`config.mk`:
```
export PLATFORM = sky130hd
export DESIGN_NAME = vector_writer
export DESIGN_NICKNAME = d
export VERILOG_FILES = /design/src/hdl/vec_store_pkg.sv /design/src/hdl/vector_writer.sv
export SDC_FILE = /design/constraint.sdc
export NUM_CORES = 1
export LEC_CHECK = 0
export BUFFER_PORTS_ARGS = -buffer_cell sky130_fd_sc_hd__buf_2
export CORE_UTILIZATION = 52
export DETAILED_ROUTE_END_ITERATION = 12
export MAX_ROUTING_LAYER = met4
export PLACE_DENSITY = 0.91
export SLEW_MARGIN = 20
export SYNTH_ARGS = -nofsm -noshare
export SYNTH_HDL_FRONTEND = slang
export SYNTH_SLANG_ARGS = --single-unit
```
`constraint.sdc`:
```
create_clock -name clk -period 13.5 [get_ports clk]
set_clock_uncertainty 0.05 [all_clocks]
set_input_delay 0.675 -clock clk [delete_from_list [all_inputs] [get_ports clk]]
set_output_delay 0.675 -clock clk [all_outputs]
set_load 0.005 [all_outputs]
```
`src/hdl/vec_store_pkg.sv`:
```
package vec_store_pkg;

  // vector geometry
  localparam int VLEN = 4;

  // memory window, byte address of word 0 and depth in words
  localparam logic [31:0] MEM_BASE = 32'hA000_0000;
  localparam int MEM_WORDS = 256;

  // extra attempts after an error response
  localparam int MAX_RETRY = 2;

  typedef logic [31:0] addr_t;
  typedef logic [31:0] word_t;
  typedef logic [VLEN*32-1:0] vec_t;
  typedef logic [1:0] resp_t;
  typedef logic [7:0] len_t;
  typedef logic [$clog2(VLEN)-1:0] beat_t;
  typedef logic [$clog2(MAX_RETRY+1)-1:0] retry_t;
  typedef logic [$clog2(MEM_WORDS)-1:0] index_t;

  // axi response codes
  localparam resp_t RESP_OKAY = 2'b00;
  localparam resp_t RESP_SLVERR = 2'b10;

  // burst shape, 4 bytes per beat and incrementing addresses
  localparam logic [2:0] AXI_SIZE_4B = 3'b010;
  localparam logic [1:0] AXI_BURST_INCR = 2'b01;
  localparam beat_t LAST_BEAT = beat_t'(VLEN - 1);

  // what a client hands over with req
  typedef struct packed {
    addr_t addr;
    vec_t  data;
  } write_req_t;

  typedef struct packed {
    addr_t      addr;
    len_t       len;
    logic [2:0] size;
    logic [1:0] burst;
  } axi_aw_t;

  typedef struct packed {
    word_t data;
    logic  last;
  } axi_w_t;

  typedef enum logic [2:0] {IDLE, ADDR, DATA, RESP, DONE} writer_state_t;

endpackage

```
`src/hdl/vector_writer.sv`:
```
`timescale 1ns/1ps

module vector_writer (
  input  logic                      clk,
  input  logic                      reset,
  // client side, four-phase req/ack
  input  logic                      req,
  input  vec_store_pkg::write_req_t wreq,
  output logic                      ack,
  output logic                      error,
  // axi write address channel
  output vec_store_pkg::axi_aw_t    aw,
  output logic                      aw_valid,
  input  logic                      aw_ready,
  // axi write data channel
  output vec_store_pkg::axi_w_t     w,
  output logic                      w_valid,
  input  logic                      w_ready,
  // axi write response channel
  input  vec_store_pkg::resp_t      b_resp,
  input  logic                      b_valid,
  output logic                      b_ready
);
  import vec_store_pkg::*;

  writer_state_t state;
  write_req_t    req_q;
  beat_t         beat;
  retry_t        retry_cnt;

  // request is captured once, retries resend the same vector
  always_ff @(posedge clk) begin
    if (state == IDLE && req) begin
      req_q <= wreq;
    end
  end

  // burst header, one burst carries the whole vector
  assign aw.addr  = req_q.addr;
  assign aw.len   = len_t'(VLEN - 1);
  assign aw.size  = AXI_SIZE_4B;
  assign aw.burst = AXI_BURST_INCR;

  // current beat taken from the latched vector, word 0 first
  assign w.data = req_q.data[32*beat +: 32];
  assign w.last = (beat == LAST_BEAT);

  // channel strobes follow the phase directly
  assign aw_valid = (state == ADDR);
  assign w_valid  = (state == DATA);
  assign b_ready  = (state == RESP);
  assign ack      = (state == DONE);

  always_ff @(posedge clk) begin
    if (reset) begin
      state     <= IDLE;
      beat      <= '0;
      retry_cnt <= '0;
      error     <= 1'b0;
    end else begin
      case (state)
        IDLE: begin
          // new request, fresh retry budget
          if (req) begin
            state     <= ADDR;
            retry_cnt <= '0;
            error     <= 1'b0;
          end
        end
        ADDR: begin
          if (aw_ready) begin
            state <= DATA;
            beat  <= '0;
          end
        end
        DATA: begin
          // one beat per cycle while the slave takes data
          if (w_ready) begin
            if (w.last) begin
              state <= RESP;
            end else begin
              beat <= beat + 1'b1;
            end
          end
        end
        RESP: begin
          if (b_valid) begin
            if (b_resp == RESP_OKAY) begin
              state <= DONE;
              error <= 1'b0;
            end else if (retry_cnt == retry_t'(MAX_RETRY)) begin
              // budget used up, report failure to the client
              state <= DONE;
              error <= 1'b1;
            end else begin
              // resend the whole burst
              state     <= ADDR;
              retry_cnt <= retry_cnt + 1'b1;
            end
          end
        end
        DONE: begin
          // ack drops the cycle after the client lets go of req
          if (!req) begin
            state <= IDLE;
          end
        end
        default: begin
          state <= IDLE;
        end
      endcase
    end
  end

  // address offer is held, with its payload, until the slave takes it
  assert property (@(posedge clk) disable iff (reset)
    aw_valid && !aw_ready |=> aw_valid && $stable(aw));

  // last only once the data phase has run for vlen cycles
  assert property (@(posedge clk) disable iff (reset)
    w_valid && w_ready && w.last |-> $past(w_valid) && $past(w_valid, VLEN - 1));

endmodule

```
==> key figures <==
Pwr
  – Power density over the cells: ~150 mW/mm2
  – Leakage power: 3.16 nW
  – Sw Share: between 20% and 30%
  – Int Pwr: about 0.00095 W
  – Clock power share: 40.8%
  – VDD IR max: between 0.1 and 0.15 mV
  – Reg power frac: a little over half
  – Combinational Power Share: 6.7%
  – NetSw: ~0.00025 W

GRT
  – GRT met2 Usage: about a third
  – First-pass GRT wire length: around 18000 um
  – Global Route met3 Usage: about 6.5%
  – Grt ovf: 0
  – Largest net degree at the start of global routing: between 80 and 90
  – Gr usage total: between 20% and 30%
  – Initial antenna violation count: 0
  – GRT busiest layer: met2
  – GR Util met1: between 20% and 30%
  – Vias in the first global route: roughly 3600

Clock tree
  – CTS tree: yes
  – CTS clk-pin slew, worst paths: approximately 70 ps
  – Cts bufs inserted: 17
  – Hold buffers post-CTS: 0
  – Postcts setup bufs: 0
  – Post-CTS resize count: 0
  – Worst skew pair latency: 400 ps
  – Clock root cell: clkbuf_16
  – Clock Path Buffers: 2
  – CTS Sinks: 168
  – H-Tree Level Count: 4

Finish
  – Fillers: 812
  – P&R area growth vs syn: 25.1%
  – Share of layout cells above drive strength 1: approximately three fifths
  – Antenna fix cells: 0
  – Final core occ: between 60% and 70%
  – Fin nets: approximately 690
  – Commonest non-fill, non-tap cell in the layout: buf_2
  – Most frequent cells in the layout: buf_2, edfxtp_1, mux4_2

Setup path
  – RR Startpoint: state[2]
  – Critical path arrival: just under 3000 ps
  – Critical-path top delay cell: buf_4
  – Max stage delay on crit path: between 900 and 1000 ps
  – R2R Setup Slk: 10530 ps
  – Worst path cell trace: nor4b_4 -> buf_4 -> buf_4
  – Worst Setup Path Type: flop to flop
  – Cell depth of the worst flop-to-flop path: 3
  – Setup crit start kind: flop
  – CP Capture Type: flop
  – Most frequent CP cell: buf_4
  – CP Max Fanout: 85
  – FF-to-FF End: req_q[103]
  – CP Launch Point: state[2]
  – Critical path required time: ~13000 ps

Synthesis
  – Cells after Synth: 306
  – Post-synth top flop: edfxtp_1
  – Avg Cell Area, Syn: ~21 um2
  – Post-synth EDFFs: 160
  – Yosys warning total: 0
  – Yosys cell types: 38
  – Post-synthesis async set-or-reset flop share: 0%
  – Register area share after synthesis: approximately three quarters
  – Syn Std Cell Area: 0.00649 mm2
  – Synthesized flop and latch total: between 150 and 200

STA
  – Worst slew pin tran: 1050 ps
  – Max-slew violation count: 0
  – Final setup fails: 0
  – Fmax: 336 MHz
  – Final Hold Violating Endpoints: 0
  – Rel. slew slack: between 20 and 30%
  – RSZ-0062 raised after global routing: no
  – Setup TNS: 0 ps
  – Crit share post-route: between 20% and 30%
  – Fin crit period: 2970 ps

Route
  – DRC viols: 0
  – Via density: around 5.0
  – Via count: roughly 3500
  – Routed WL: about 12000 um
  – Drt pass-1 iters: 4
  – DRT iter0 DRCs: between 200 and 300
  – Avg WL per Cell: between 15 and 20 um
  – Final ANT Viol Nets: 0

Flow run
  – Max Cap Viol: 0

Floorplanning
  – Width of the die: approximately 110 um
  – Die outline height: between 100 and 150 um
  – Die footprint: about 0.013 mm2
  – Row count: 40
  – Io pins: between 200 and 300
  – Initial Utilization: 53.6%
  – CORE AREA: 0.0121 mm2

Placement
  – GP Congestion: ~0.75
  – DP HPWL: between 8000 and 9000 um
  – PortBufs: ~240

Run status
  – Outcome: complete, no violations

Hold path
  – HP Start: wreq[45]
  – WHS Endpoint: req_q[45]
  – Worst min path class: input port to flop
  – WHS Path Cells: 1
==> through the flow <==
stage	instances	cell area, um2	setup WS [ps]	hold slack, ps	power (W)
global route	700	8130	10320	355	0.00124
CTS	700	8130	10530	364	0.00121
detailed placement	668	7520	10320	445	0.000723
finish	700	8130	10530	384	0.00120
floorplan	317	6540	6870	415	0.000690
global placement	668	7520	10450	410	0.000716
==> per-layer routing <==
metal	part of all wire, %	vias to the layer above
met5	0	-
li1	-	1586
met4	1.9	0
met3	7.3	21
met2	54	185
met1	37	1695
==> Yosys cell counts, drive strengths merged (3+ instances only) <==
cell type	number	share of area, %
o21ai	3	0.23
edfxtp	160	74
mux2i	3	0.46
nor2b	3	0.29
nand3b	3	0.35
mux4	32	11
nand2b	4	0.39
buf	55	6.5
a21oi	3	0.29
dfxtp	8	2.5
nand2	3	0.17
==> worst max-delay path by stage <==
stage,endpoint,slack (ps),depth (start not counted)
after floorplan,error,6870,3
after global placement,req_q[101],10450,4
after detailed placement,req_q[0],10320,4
after CTS,req_q[0],10530,3
after global routing,req_q[104],10320,3
final,req_q[103],10530,3
==> registers in the layout, summed over array words and instances (netlist names) <==
register   cells
retry_cnt      2
aw            32
beat           2
error          1
req_q        128
state          3
==> critical path: cells and delay by family, from the launching register on <==
kind	cells	cell delay [ps]
buf+inv	2	1680
flops	1	430
simple gates	1	310
==> final cells by class <==
class | instances | area [um2] | area share (%)
well taps | 168 | 210 | 2.59
multi-input cells | 90 | 1130 | 13.9
clock buffers | 19 | 433 | 5.33
flip-flops and latches | 168 | 4970 | 61.1
clock inverters | 13 | 168 | 2.06
repair buffers | 240 | 1210 | 14.9
inverters | 2 | 7.51 | 0.0924
==> power groups by stage <==
stage	combinational, W	sequential, W	clock (W)
2_1_floorplan	0.0000486	0.000641	0
3_3_place_gp	0.0000780	0.000638	0
3_5_place_dp	0.0000813	0.000641	0
4_1_cts	0.0000820	0.000631	0.000499
5_1_grt	0.0000884	0.000633	0.000519
6_report	0.0000808	0.000630	0.000491
==> cells by family (layout without fill, tap and decap cells) <==
kind of cell	after synthesis	after routing	share of synthesized area [%]
compound gates	14	14	1.73
fa+ha+maj	2	2	0.385
buf+inv	59	274	6.78
flops	168	168	76.4
mux	35	35	11.6
other cells	2	13	0.116
simple gates	26	26	2.99
Note: power is estimated with default switching activity, not from simulation.
