**src/hdl/vec_store_pkg.sv**
```systemverilog
package vec_store_pkg;

  // vector geometry
  localparam int VLEN = 4;

  // memory window, byte address of word 0 and depth in words
  localparam logic [31:0] MEM_BASE = 32'hA000_0000;
  localparam int MEM_WORDS = 256;

  // extra attempts after an error response
  localparam int MAX_RETRY = 2;

  typedef logic [31:0] addr_t;
  typedef logic [31:0] word_t;
  typedef logic [VLEN*32-1:0] vec_t;
  typedef logic [1:0] resp_t;
  typedef logic [7:0] len_t;
  typedef logic [$clog2(VLEN)-1:0] beat_t;
  typedef logic [$clog2(MAX_RETRY+1)-1:0] retry_t;
  typedef logic [$clog2(MEM_WORDS)-1:0] index_t;

  // axi response codes
  localparam resp_t RESP_OKAY = 2'b00;
  localparam resp_t RESP_SLVERR = 2'b10;

  // burst shape, 4 bytes per beat and incrementing addresses
  localparam logic [2:0] AXI_SIZE_4B = 3'b010;
  localparam logic [1:0] AXI_BURST_INCR = 2'b01;
  localparam beat_t LAST_BEAT = beat_t'(VLEN - 1);

  // what a client hands over with req
  typedef struct packed {
    addr_t addr;
    vec_t  data;
  } write_req_t;

  typedef struct packed {
    addr_t      addr;
    len_t       len;
    logic [2:0] size;
    logic [1:0] burst;
  } axi_aw_t;

  typedef struct packed {
    word_t data;
    logic  last;
  } axi_w_t;

  typedef enum logic [2:0] {IDLE, ADDR, DATA, RESP, DONE} writer_state_t;

endpackage

```
**src/hdl/axi_write_arbiter.sv**
```systemverilog
`timescale 1ns/1ps

module axi_write_arbiter (
  input  logic                   clk,
  input  logic                   reset,
  // writer 0 side
  input  vec_store_pkg::axi_aw_t wr0_aw,
  input  logic                   wr0_aw_valid,
  output logic                   wr0_aw_ready,
  input  vec_store_pkg::axi_w_t  wr0_w,
  input  logic                   wr0_w_valid,
  output logic                   wr0_w_ready,
  output vec_store_pkg::resp_t   wr0_b_resp,
  output logic                   wr0_b_valid,
  input  logic                   wr0_b_ready,
  // writer 1 side
  input  vec_store_pkg::axi_aw_t wr1_aw,
  input  logic                   wr1_aw_valid,
  output logic                   wr1_aw_ready,
  input  vec_store_pkg::axi_w_t  wr1_w,
  input  logic                   wr1_w_valid,
  output logic                   wr1_w_ready,
  output vec_store_pkg::resp_t   wr1_b_resp,
  output logic                   wr1_b_valid,
  input  logic                   wr1_b_ready,
  // memory side
  output vec_store_pkg::axi_aw_t aw,
  output logic                   aw_valid,
  input  logic                   aw_ready,
  output vec_store_pkg::axi_w_t  w,
  output logic                   w_valid,
  input  logic                   w_ready,
  input  vec_store_pkg::resp_t   b_resp,
  input  logic                   b_valid,
  output logic                   b_ready
);
  import vec_store_pkg::*;

  // one-hot grant, bit n for writer n
  logic [1:0] grant_q;
  logic [1:0] grant_new;
  logic [1:0] grant;
  logic       last_served;
  // set between an aw transfer and its b transfer
  logic       in_burst;

  always_comb begin
    grant_new = 2'b00;
    if (grant_q == 2'b00) begin
      if (wr0_aw_valid && wr1_aw_valid) begin
        // both waiting, the one not served last goes first
        grant_new = last_served ? 2'b01 : 2'b10;
      end else if (wr0_aw_valid) begin
        grant_new = 2'b01;
      end else if (wr1_aw_valid) begin
        grant_new = 2'b10;
      end
    end
  end

  // a fresh grant acts in the cycle it is decided
  assign grant = (grant_q != 2'b00) ? grant_q : grant_new;

  always_ff @(posedge clk) begin
    if (reset) begin
      grant_q     <= 2'b00;
      last_served <= 1'b0;
      in_burst    <= 1'b0;
    end else begin
      // held until the write response, freed the cycle after
      if (b_valid && b_ready) begin
        grant_q <= 2'b00;
      end else if (grant_q == 2'b00 && grant_new != 2'b00) begin
        grant_q     <= grant_new;
        last_served <= grant_new[1];
      end
      if (aw_valid && aw_ready) begin
        in_burst <= 1'b1;
      end else if (b_valid && b_ready) begin
        in_burst <= 1'b0;
      end
    end
  end

  // granted writer onto the memory
  assign aw       = grant[1] ? wr1_aw : wr0_aw;
  assign aw_valid = (grant[0] & wr0_aw_valid) | (grant[1] & wr1_aw_valid);
  assign w        = grant[1] ? wr1_w : wr0_w;
  assign w_valid  = (grant[0] & wr0_w_valid) | (grant[1] & wr1_w_valid);
  assign b_ready  = (grant[0] & wr0_b_ready) | (grant[1] & wr1_b_ready);

  // waiting writer sees aw_ready low and keeps its offer up
  assign wr0_aw_ready = grant[0] & aw_ready;
  assign wr0_w_ready  = grant[0] & w_ready;
  assign wr0_b_valid  = grant[0] & b_valid;
  assign wr0_b_resp   = grant[0] ? b_resp : RESP_OKAY;
  assign wr1_aw_ready = grant[1] & aw_ready;
  assign wr1_w_ready  = grant[1] & w_ready;
  assign wr1_b_valid  = grant[1] & b_valid;
  assign wr1_b_resp   = grant[1] ? b_resp : RESP_OKAY;

  // only one writer is past its address phase at a time
  assert property (@(posedge clk) disable iff (reset)
    !((wr0_w_valid || wr0_b_ready) && (wr1_w_valid || wr1_b_ready)));

  // bus owner is fixed for the whole burst
  assert property (@(posedge clk) disable iff (reset) in_burst |-> $stable(grant));

endmodule

```
**config.mk**
```make
export PLATFORM = sky130hd
export DESIGN_NAME = axi_write_arbiter
export DESIGN_NICKNAME = d
export VERILOG_FILES = /design/src/hdl/vec_store_pkg.sv /design/src/hdl/axi_write_arbiter.sv
export SDC_FILE = /design/constraint.sdc
export NUM_CORES = 1
export LEC_CHECK = 0
export ABC_AREA = 1
export BUFFER_PORTS_ARGS = -buffer_cell sky130_fd_sc_hd__buf_2
export CAP_MARGIN = 30
export CORE_AREA = 10 10 93 95
export DETAILED_ROUTE_END_ITERATION = 10
export DIE_AREA = 0 0 103 105
export PLACE_DENSITY = 0.74
export SLEW_MARGIN = 40
export SYNTH_ARGS = -nofsm -noshare
export SYNTH_HDL_FRONTEND = slang
export SYNTH_SLANG_ARGS = --single-unit
```
**constraint.sdc**
```tcl
create_clock -name clk -period 1.27 [get_ports clk]
set_input_delay 0.1905 -clock clk [delete_from_list [all_inputs] [get_ports clk]]
set_output_delay 0.1905 -clock clk [all_outputs]
set_load 0.02 [all_outputs]
```
==> impl_metrics.tcl, run 1 <==
set metrics [dict create \
    outcome "finished with violations" \
    violations "setup timing" \
    gp_congestion 0.831 \
    p_int_uw 2210 \
    drt_iter0_markers 72 \
    ys_warn_count 0 \
    crit_chain "nand2_2 -> nand3_2 -> nand2_4 -> buf_12 -> buf_12 -> a22o_1 -> buf_6" \
    layout_setup_ws_ns -0.344 \
    synth_nets 468 \
    area_growth_pct 233 \
    skew_ns 0.00103 \
    synth_cell_types 15 \
    fill_cells 549 \
    fmax_mhz 619 \
    clk_pin_slew_ns 0.03 \
    rows 30 \
    netlist_area_mm2 0.00125 \
    vdd_ir_drop_max_mv 0.588 \
    power.density_mw_per_mm2 1010 \
    clk_path_buf_depth 2 \
    cts.sinks 3 \
    synth-seq-area-share_pct 4.81 \
    yosys.area_share.simple_pct 79.2 \
    yosysTopAreaCellShare_pct 73.7 \
    final_util_pct 61.4 \
    p_leak_uw 0.00245 \
    hold_violations 0 \
    grt_overflow 0 \
    p_sw_uw 1970 \
    grt_pass1_wl_um 16300 \
    fp.dieH_um 105 \
    slowest_delay_ns 0.32 \
    numCtsBuffers 3 \
    via_count 2985 \
    hold_buffers 0 \
    dieArea_mm2 0.0108 \
    synth_top_family_by_area "simple AND/OR/NAND/NOR gates" \
    rsz0062_at_grt "yes" \
    synth_area_leaders "nand2_1, buf_6, dfxtp_1, nor2_1, inv_1" \
    die_w_um 103 \
    route.detailed.drc 0 \
    io_buffers 259 \
    final_nets 746 \
    regArea_um2 63.8 \
    period_minus_slack_ns 1.61 \
    routed_wl_um 11800 \
    root_buffer "clkbuf_8" \
    ant_nets 0 \
    end_kind "primary output" \
    synth_compound_area_share_pct 2.21 \
    synth-xor-area-share_pct 0 \
    multi_input_area_mm2 0.00141 \
    drive_gt1_share_pct 72.4 \
    viasPerCell 4.54 \
    clkPwrFrac_pct 6.6 \
    htree_levels 1 \
    yosys-mux-area-fraction_pct 0 \
    synth_top_area_cell "nand2_1" \
    cp.required_ns 1.08 \
    cts_tree "built" \
    worst_slew_pin_slew_ns 0.409 \
    place_hpwl_um 8240 \
    insertion_delay_ns 0.21 \
    pre_cts_ws_ns -0.173 \
    relSlewSlack_pct 72.6 \
    p_sw_share_pct 47.2 \
    criticalPathCategory "reg2out" \
    ys_seq_elements 3 \
    coreArea_mm2 0.00676 \
    cp_common_cell "buf_12" \
    p_comb_share_pct 90.6 \
    drt_first_pass_iters 4 \
    holdWs_ns 0.224 \
    track_usage_pct 18.7 \
    initial_core_util_pct 18.5 \
    worst_hold_path_type "in2reg" \
    grt_max_degree 24 \
    crit_slowest_cell "dfxtp_2" \
    grt_pass1_vias 3245 \
    ios 260 \
    wl_per_cell_um 17.9 \
    start_kind "flip-flop" \
    maxCapViolations 0 \
    p_total_uw 4180 \
    arrival_ns 1.42 \
    slew_violations 0 \
    antenna_found_initial 3 \
    power_frac_seq_pct 2.8 \
    synthCells 299 \
    finalCritPeriodShare_pct 127 \
    synthAdderAreaFrac_pct 0 \
    setup_viol 94 \
    cp_max_fo 6 \
    synth_area_per_cell_um2 4.17 \
]
## placed cells by master (no fill, tap or decap), types with 4 or more instances in the layout
cell type | Yosys | layout
inv_1 | 12 | 10
buf_12 | 0 | 7
buf_2 | 5 | 168
nor2_4 | 0 | 7
buf_6 | 6 | 89
nand2_4 | 0 | 11
nand2_1 | 245 | 142
buf_16 | 0 | 10
nand2_2 | 1 | 93
nor2_1 | 14 | 4
clkbuf_16 | 0 | 5
buf_4 | 2 | 11
## through the flow
| step | setup TNS [ns] | cells | cell area [um2] |
|---|---|---|---|
| finish | -26.25 | 658 | 4150 |
| global route | -33.47 | 656 | 4150 |
| CTS | -25.73 | 647 | 3770 |
| detailed placement | -11.12 | 629 | 2770 |
| global placement | -7.98 | 629 | 2770 |
| floorplan | 0 | 299 | 1390 |
## Yosys cell counts
cell type	number
inv_2	1
nand2_1	245
dfxtp_1	3
clkbuf_1	4
o22ai_1	1
nand2_2	1
nand3_1	2
nor2_1	14
buf_6	6
buf_4	2
a22o_1	1
a211oi_1	1
buf_2	5
a21oi_1	1
inv_1	12
## cells by family (layout without fill, tap and decap cells)
| group | count (synthesis) | in the layout |
|---|---|---|
| buf+inv | 30 | 307 |
| other cells | 0 | 2 |
| flops | 3 | 3 |
| simple gates | 262 | 262 |
| compound gates | 4 | 4 |
## flip-flops by register name (all words and copies together), names as in the netlist
| register | flops |
|---|---|
| grant_q | 2 |
| last_served | 1 |
## worst paths after layout
kind	startpoint	cells after the start	slack, ns	end
setup / recovery	last_served	7	-0.34	w_valid
hold / removal	reset	4	0.22	last_served
setup reg to reg	last_served	12	-0.16	last_served
hold reg to reg	last_served	3	0.59	last_served
## repair_timing
| action | 4_1_cts | 5_1_grt |
|---|---|---|
| gates cloned | 10 | 6 |
| resized for setup | 215 | 67 |
| pin swaps | 9 | 16 |
| setup buffers | 4 | 4 |
| endpoints found under the setup margin | 94 | 94 |
## final cells by class
type / count / area share [%]
Clock buffer: 4 / 1.09
Antenna cell: 2 / 0.121
Inverter: 13 / 1.48
Sequential cell: 3 / 1.54
Tap cell: 80 / 2.41
Multi-Input combinational cell: 266 / 33.9
Timing Repair Buffer: 290 / 59.4
## power by group through the flow
stage / Sequential [uW] / Clock (uW) / Combinational [uW]
3_5_place_dp: 115 / 0 / 2310
6_report: 117 / 274 / 3790
2_1_floorplan: 114 / 0 / 1440
4_1_cts: 117 / 281 / 3450
3_3_place_gp: 113 / 0 / 2270
5_1_grt: 118 / 293 / 4020
## layer usage
metal	global-route usage, %	part of all wire, %
met1	17.3	34
met2	35.2	52
met3	8.56	12
met4	5.47	2.2
met5	0	0.11
## critical path, delay by kind of cell (launching register included)
kind                   cells  cell delay (ns)
buffers and inverters      3             0.42
and+or+nand+nor            3             0.24
DFF                        1             0.32
AOI/OAI and AO/OA          1             0.21
Note: power is estimated with default switching activity, not from simulation.
==> run 2: changes to the inputs <==
Settings changed: CORE_AREA 10 10 93 95 to 2 2 101 103, PLACE_DENSITY 0.74 to 0.58, RECOVER_POWER set to 100.
==> impl_metrics.tcl, run 2 (synthesized netlist as in run 1, its figures left out) <==
set metrics [dict create \
    outcome "finished with violations" \
    violations "setup timing" \
    vdd_ir_drop_max_mv 0.560 \
    layoutNonFillerInstCount 703 \
    start_kind "flip-flop" \
    skew_ns 0.00356 \
    place_hpwl_um 5900 \
    cp_common_cell "nand2_2" \
    drive_gt1_share_pct 66.1 \
    crit_buf_inv 3 \
    cts_tree "built" \
    place_inst 684 \
    root_buffer "clkbuf_8" \
    crit_chain "nand2_2 -> nand3_4 -> nand2_8 -> buf_12 -> clkbuf_16 -> nand2_4 -> nand2_2 -> buf_6" \
    clkPwrFrac_pct 7.5 \
    relSlewSlack_pct 77.7 \
    grt_max_degree 44 \
    fp.dieH_um 105 \
    hold_path_depth 4 \
    postLayoutCellArea_mm2 0.00383 \
    rows 36 \
    hold_violations 0 \
    grt_pass1_wl_um 10800 \
    area_growth_pct 207 \
    worst_hold_path_type "in2reg" \
    ff2ff_path_depth 9 \
    p_sw_share_pct 48.3 \
    cts.sinks 3 \
    slew_violations 0 \
    p_leak_uw 0.00231 \
    period_minus_slack_ns 1.59 \
    dieArea_mm2 0.0108 \
    p_total_uw 3730 \
    cp_top_family "buffers and inverters" \
    via_count 2778 \
    r2r_setup_slack_ns -0.09 \
    hold_start "reset" \
    end_kind "primary output" \
    final_common_cell "buf_2" \
    antennaDiodeCount 0 \
    power_frac_seq_pct 3.1 \
    htree_levels 1 \
    fill_cells 1046 \
    gp_congestion 0.828 \
    multi_input_area_mm2 0.00129 \
    ant_nets 0 \
    reg_top3 "grant_q (2), last_served (1)" \
    clk_path_buf_depth 2 \
    p_comb_share_pct 89.4 \
    worst_slew_pin_slew_ns 0.332 \
    drt_iter0_markers 82 \
    grt_pass1_vias 2404 \
    clk_pin_slew_ns 0.03 \
    p_sw_uw 1800 \
    numCtsBuffers 3 \
    arrival_ns 1.39 \
    finalCritPeriodShare_pct 125 \
    hold_end "last_served" \
    layout_setup_ws_ns -0.315 \
    drt_first_pass_iters 4 \
    insertion_delay_ns 0.22 \
    crit_start "last_served" \
    slowest_delay_ns 0.32 \
    final_nets 740 \
    crit_slowest_cell "dfxtp_2" \
    regArea_um2 61.3 \
    wl_per_cell_um 12.7 \
    viasPerCell 3.95 \
    rsz0062_at_grt "yes" \
    reg2reg_from "last_served" \
    p_int_uw 1920 \
    initial_core_util_pct 12.9 \
    final_cell_mix "buf_2, nand2_1, nand2_2" \
    power.density_mw_per_mm2 974 \
    coreArea_mm2 0.00964 \
    setup_viol 94 \
    io_buffers 259 \
    dpl_cell_area_mm2 0.00285 \
    maxCapViolations 0 \
    pre_cts_ws_ns -0.180 \
    regMostFlops "grant_q" \
    ios 260 \
    cp.required_ns 1.08 \
    track_usage_pct 12.3 \
    cp_max_fo 6 \
    routed_wl_um 8930 \
    largest_register_ffs 2 \
    grt_overflow 0 \
    reg2reg_to "last_served" \
    fmax_mhz 631 \
    route.detailed.drc 0 \
    criticalPathCategory "reg2out" \
    die_w_um 103 \
    antenna_found_initial 0 \
]
## run 2: changes by cell type in the layout (fill, tap and decap cells not counted), moves of 4 or more
cell / delta
nand2_1: +24
buf_6: -33
nor2_1: +6
clkbuf_16: +4
buf_4: +23
nand2_2: -18
buf_16: -7
nor2_4: -5
buf_2: +6
nand2_4: -7
## run 2: what timing repair did
| action | in CTS | in global routing |
|---|---|---|
| setup buffers | 0 | 1 |
| pin swaps | 8 | 6 |
| resized for setup | 126 | 71 |
| gates cloned | 2 | 12 |
| hold buffers | 0 | 0 |
| setup endpoints to repair | 94 | 94 |
## run 2: through the flow
stage | hold WS [ns] | util, % | TNS, ns
6_report | 0.222 | 39.7 | -24.48
5_1_grt | 0.240 | 39.7 | -31.05
4_1_cts | 0.209 | 34.4 | -25.81
3_5_place_dp | 0.442 | 29.6 | -11.42
3_3_place_gp | 0.442 | 29.6 | -8.97
2_1_floorplan | 0.346 | - | 0
## run 2: how the worst max path moves through the flow
stage	slack, ns	to	cells past startpoint
5_1_grt	-0.37	w[13]	7
2_1_floorplan	0.008	wr1_aw_ready	6
6_report	-0.32	w[1]	8
3_5_place_dp	-0.18	aw[0]	8
3_3_place_gp	-0.15	aw[0]	8
4_1_cts	-0.34	aw[11]	8
## run 2: layout make-up
type,count,share of cell area [%]
Clock buffer,4,1.18
Inverter,13,1.67
Multi-Input combinational cell,266,33.6
Sequential cell,3,1.60
Tap cell,133,4.35
Timing Repair Buffer,283,57.4
Timing Repair inverter,1,0.229
## run 2: power by group through the flow
stage	sequential [uW]	combinational [uW]	clock, uW
finish	116	3330	278
global route	117	3560	294
CTS	114	2790	291
detailed placement	115	2270	0
global placement	114	2270	0
floorplan	114	1440	0
## run 2: metal layers
layer | GRT usage (%) | vias up | share of wire, %
met3 | 2.47 | 8 | 8.5
met5 | 0 | - | 0
met1 | 12.8 | 1199 | 38
met2 | 24.3 | 148 | 53
met4 | 2.91 | 0 | 0.66
li1 | - | 1423 | -
## run 2: worst register-to-register path: cells and delay by family, from the launching register on
family	cells	cell delay [ns]
AOI/OAI and AO/OA	1	0.12
buffers and inverters	1	0.20
DFF	1	0.31
and+or+nand+nor	7	0.63
==> run 3: changes to the inputs <==
Settings changed: REMOVE_ABC_BUFFERS set to 1.
==> impl_metrics.tcl, run 3 (synthesized netlist as in run 1, its figures left out) <==
set metrics [dict create \
    outcome "finished with violations" \
    violations "setup timing" \
    antenna_found_initial 0 \
    initial_core_util_pct 12.9 \
    ff2ff_path_depth 10 \
    gp_congestion 0.748 \
    slew_violations 0 \
    io_buffers 259 \
    final_common_cell "nand2_1" \
    hold_violations 0 \
    rsz0062_at_grt "yes" \
    wl_per_cell_um 13.1 \
    reg2reg_to "last_served" \
    cp_max_fo 5 \
    dieArea_mm2 0.0108 \
    place_inst 684 \
    grtUsageMet1_pct 12.8 \
    clk_pin_slew_ns 0.03 \
    antennaDiodeCount 0 \
    reg_top3 "grant_q (2), last_served (1)" \
    period_minus_slack_ns 1.67 \
    maxCapViolations 0 \
    regMostFlops "grant_q" \
    rows 36 \
    fmax_mhz 599 \
    viasPerCell 4.02 \
    reg2reg_from "last_served" \
    cp.required_ns 1.08 \
    crit_start "last_served" \
    insertion_delay_ns 0.22 \
    worst_slew_pin_slew_ns 0.297 \
    grt_overflow 0 \
    grtUsageMet3_pct 1.61 \
    area_growth_pct 207 \
    arrival_ns 1.48 \
    track_usage_pct 12.5 \
    largest_register_ffs 2 \
    grt_pass1_vias 2489 \
    pre_cts_ws_ns -0.171 \
    drt_first_pass_iters 4 \
    final_nets 737 \
    die_w_um 103 \
    finalCritPeriodShare_pct 132 \
    final_util_pct 39.8 \
    relSlewSlack_pct 80.1 \
    route.detailed.drc 0 \
    criticalPathCategory "reg2out" \
    clk_path_buf_depth 2 \
    r2r_setup_slack_ns -0.12 \
    holdWs_ns 0.241 \
    p_leak_uw 0.00235 \
    grt.busiest_layer "met2" \
    power.density_mw_per_mm2 981 \
    coreArea_mm2 0.00964 \
    grt_pass1_wl_um 11000 \
    drt_iter0_markers 76 \
    start_kind "flip-flop" \
    htree_levels 1 \
    fp.dieH_um 105 \
    via_count 2816 \
    skew_ns 0.00272 \
    setup_viol 94 \
    final_cell_mix "nand2_1, buf_2, buf_6" \
    cts.sinks 3 \
    vdd_ir_drop_max_mv 0.364 \
    use_met2_pct 26.4 \
    grt_max_degree 43 \
    place_hpwl_um 5620 \
    ios 260 \
    layout_setup_ws_ns -0.401 \
    cts_tree "built" \
    routed_wl_um 9140 \
    end_kind "primary output" \
    root_buffer "clkbuf_8" \
    crit_path_end "w[15]" \
    drive_gt1_share_pct 63.3 \
    numCtsBuffers 3 \
    layoutNonFillerInstCount 700 \
    worst_hold_path_type "in2reg" \
    ant_nets 0 \
]
-- run 3: area by class of cell --
cell class / instances / area, um2
well taps: 133 / 166
clock buffers: 4 / 45.0
fillers: 1034 / 5800
repair buffers: 281 / 2210
inverters: 13 / 58.8
flip-flops and latches: 3 / 62.6
multi-input cells: 266 / 1290
-- run 3: worst min path at each step --
stage	start	end	slack [ns]	cells past startpoint
2_1_floorplan	reset	last_served	0.35	3
3_3_place_gp	reset	last_served	0.47	4
3_5_place_dp	reset	last_served	0.47	4
4_1_cts	reset	grant_q[0]	0.24	4
5_1_grt	reset	last_served	0.26	4
6_report	reset	grant_q[0]	0.24	4
-- run 3: what timing repair did --
action / CTS / global route
resized for setup: 143 / 119
hold buffers: 0 / 0
endpoints found under the setup margin: 94 / 94
cloned: 5 / 5
pin swaps: 10 / 16
buffers inserted: 2 / 0
hold endpoints to repair: 0 / 0
-- run 3: metrics by stage --
step,TNS (ns),cell area (um2),power [uW]
after floorplan,-101.93,1120,1330
after global placement,-9.08,2710,2270
after detailed placement,-10.02,2710,2260
after CTS,-27.33,3340,3230
after global routing,-34.35,3830,4000
final,-28.12,3830,3760
-- run 3: worst max-delay path, cell delays in order (launching register included) --
cell and delay, ns:
dfxtp_2 0.31, nand2_2 0.07, nand3_2 0.10, nand2_4 0.10
buf_12 0.14, buf_12 0.14, clkbuf_16 0.16, nand2_2 0.05
nand2_2 0.06, buf_6 0.11
-- run 3: routing by layer --
metal	share of wire, %	wire length (um)
met5	0	0
met2	56	5110
met1	35	3230
met4	0.49	45
met3	8.3	757
-- run 3: where the power goes --
group / internal [uW] / total, uW / switching [uW]
combinational: 1620 / 3370 / 1740
clock: 214 / 280 / 66.1
sequential: 108 / 115 / 6.55
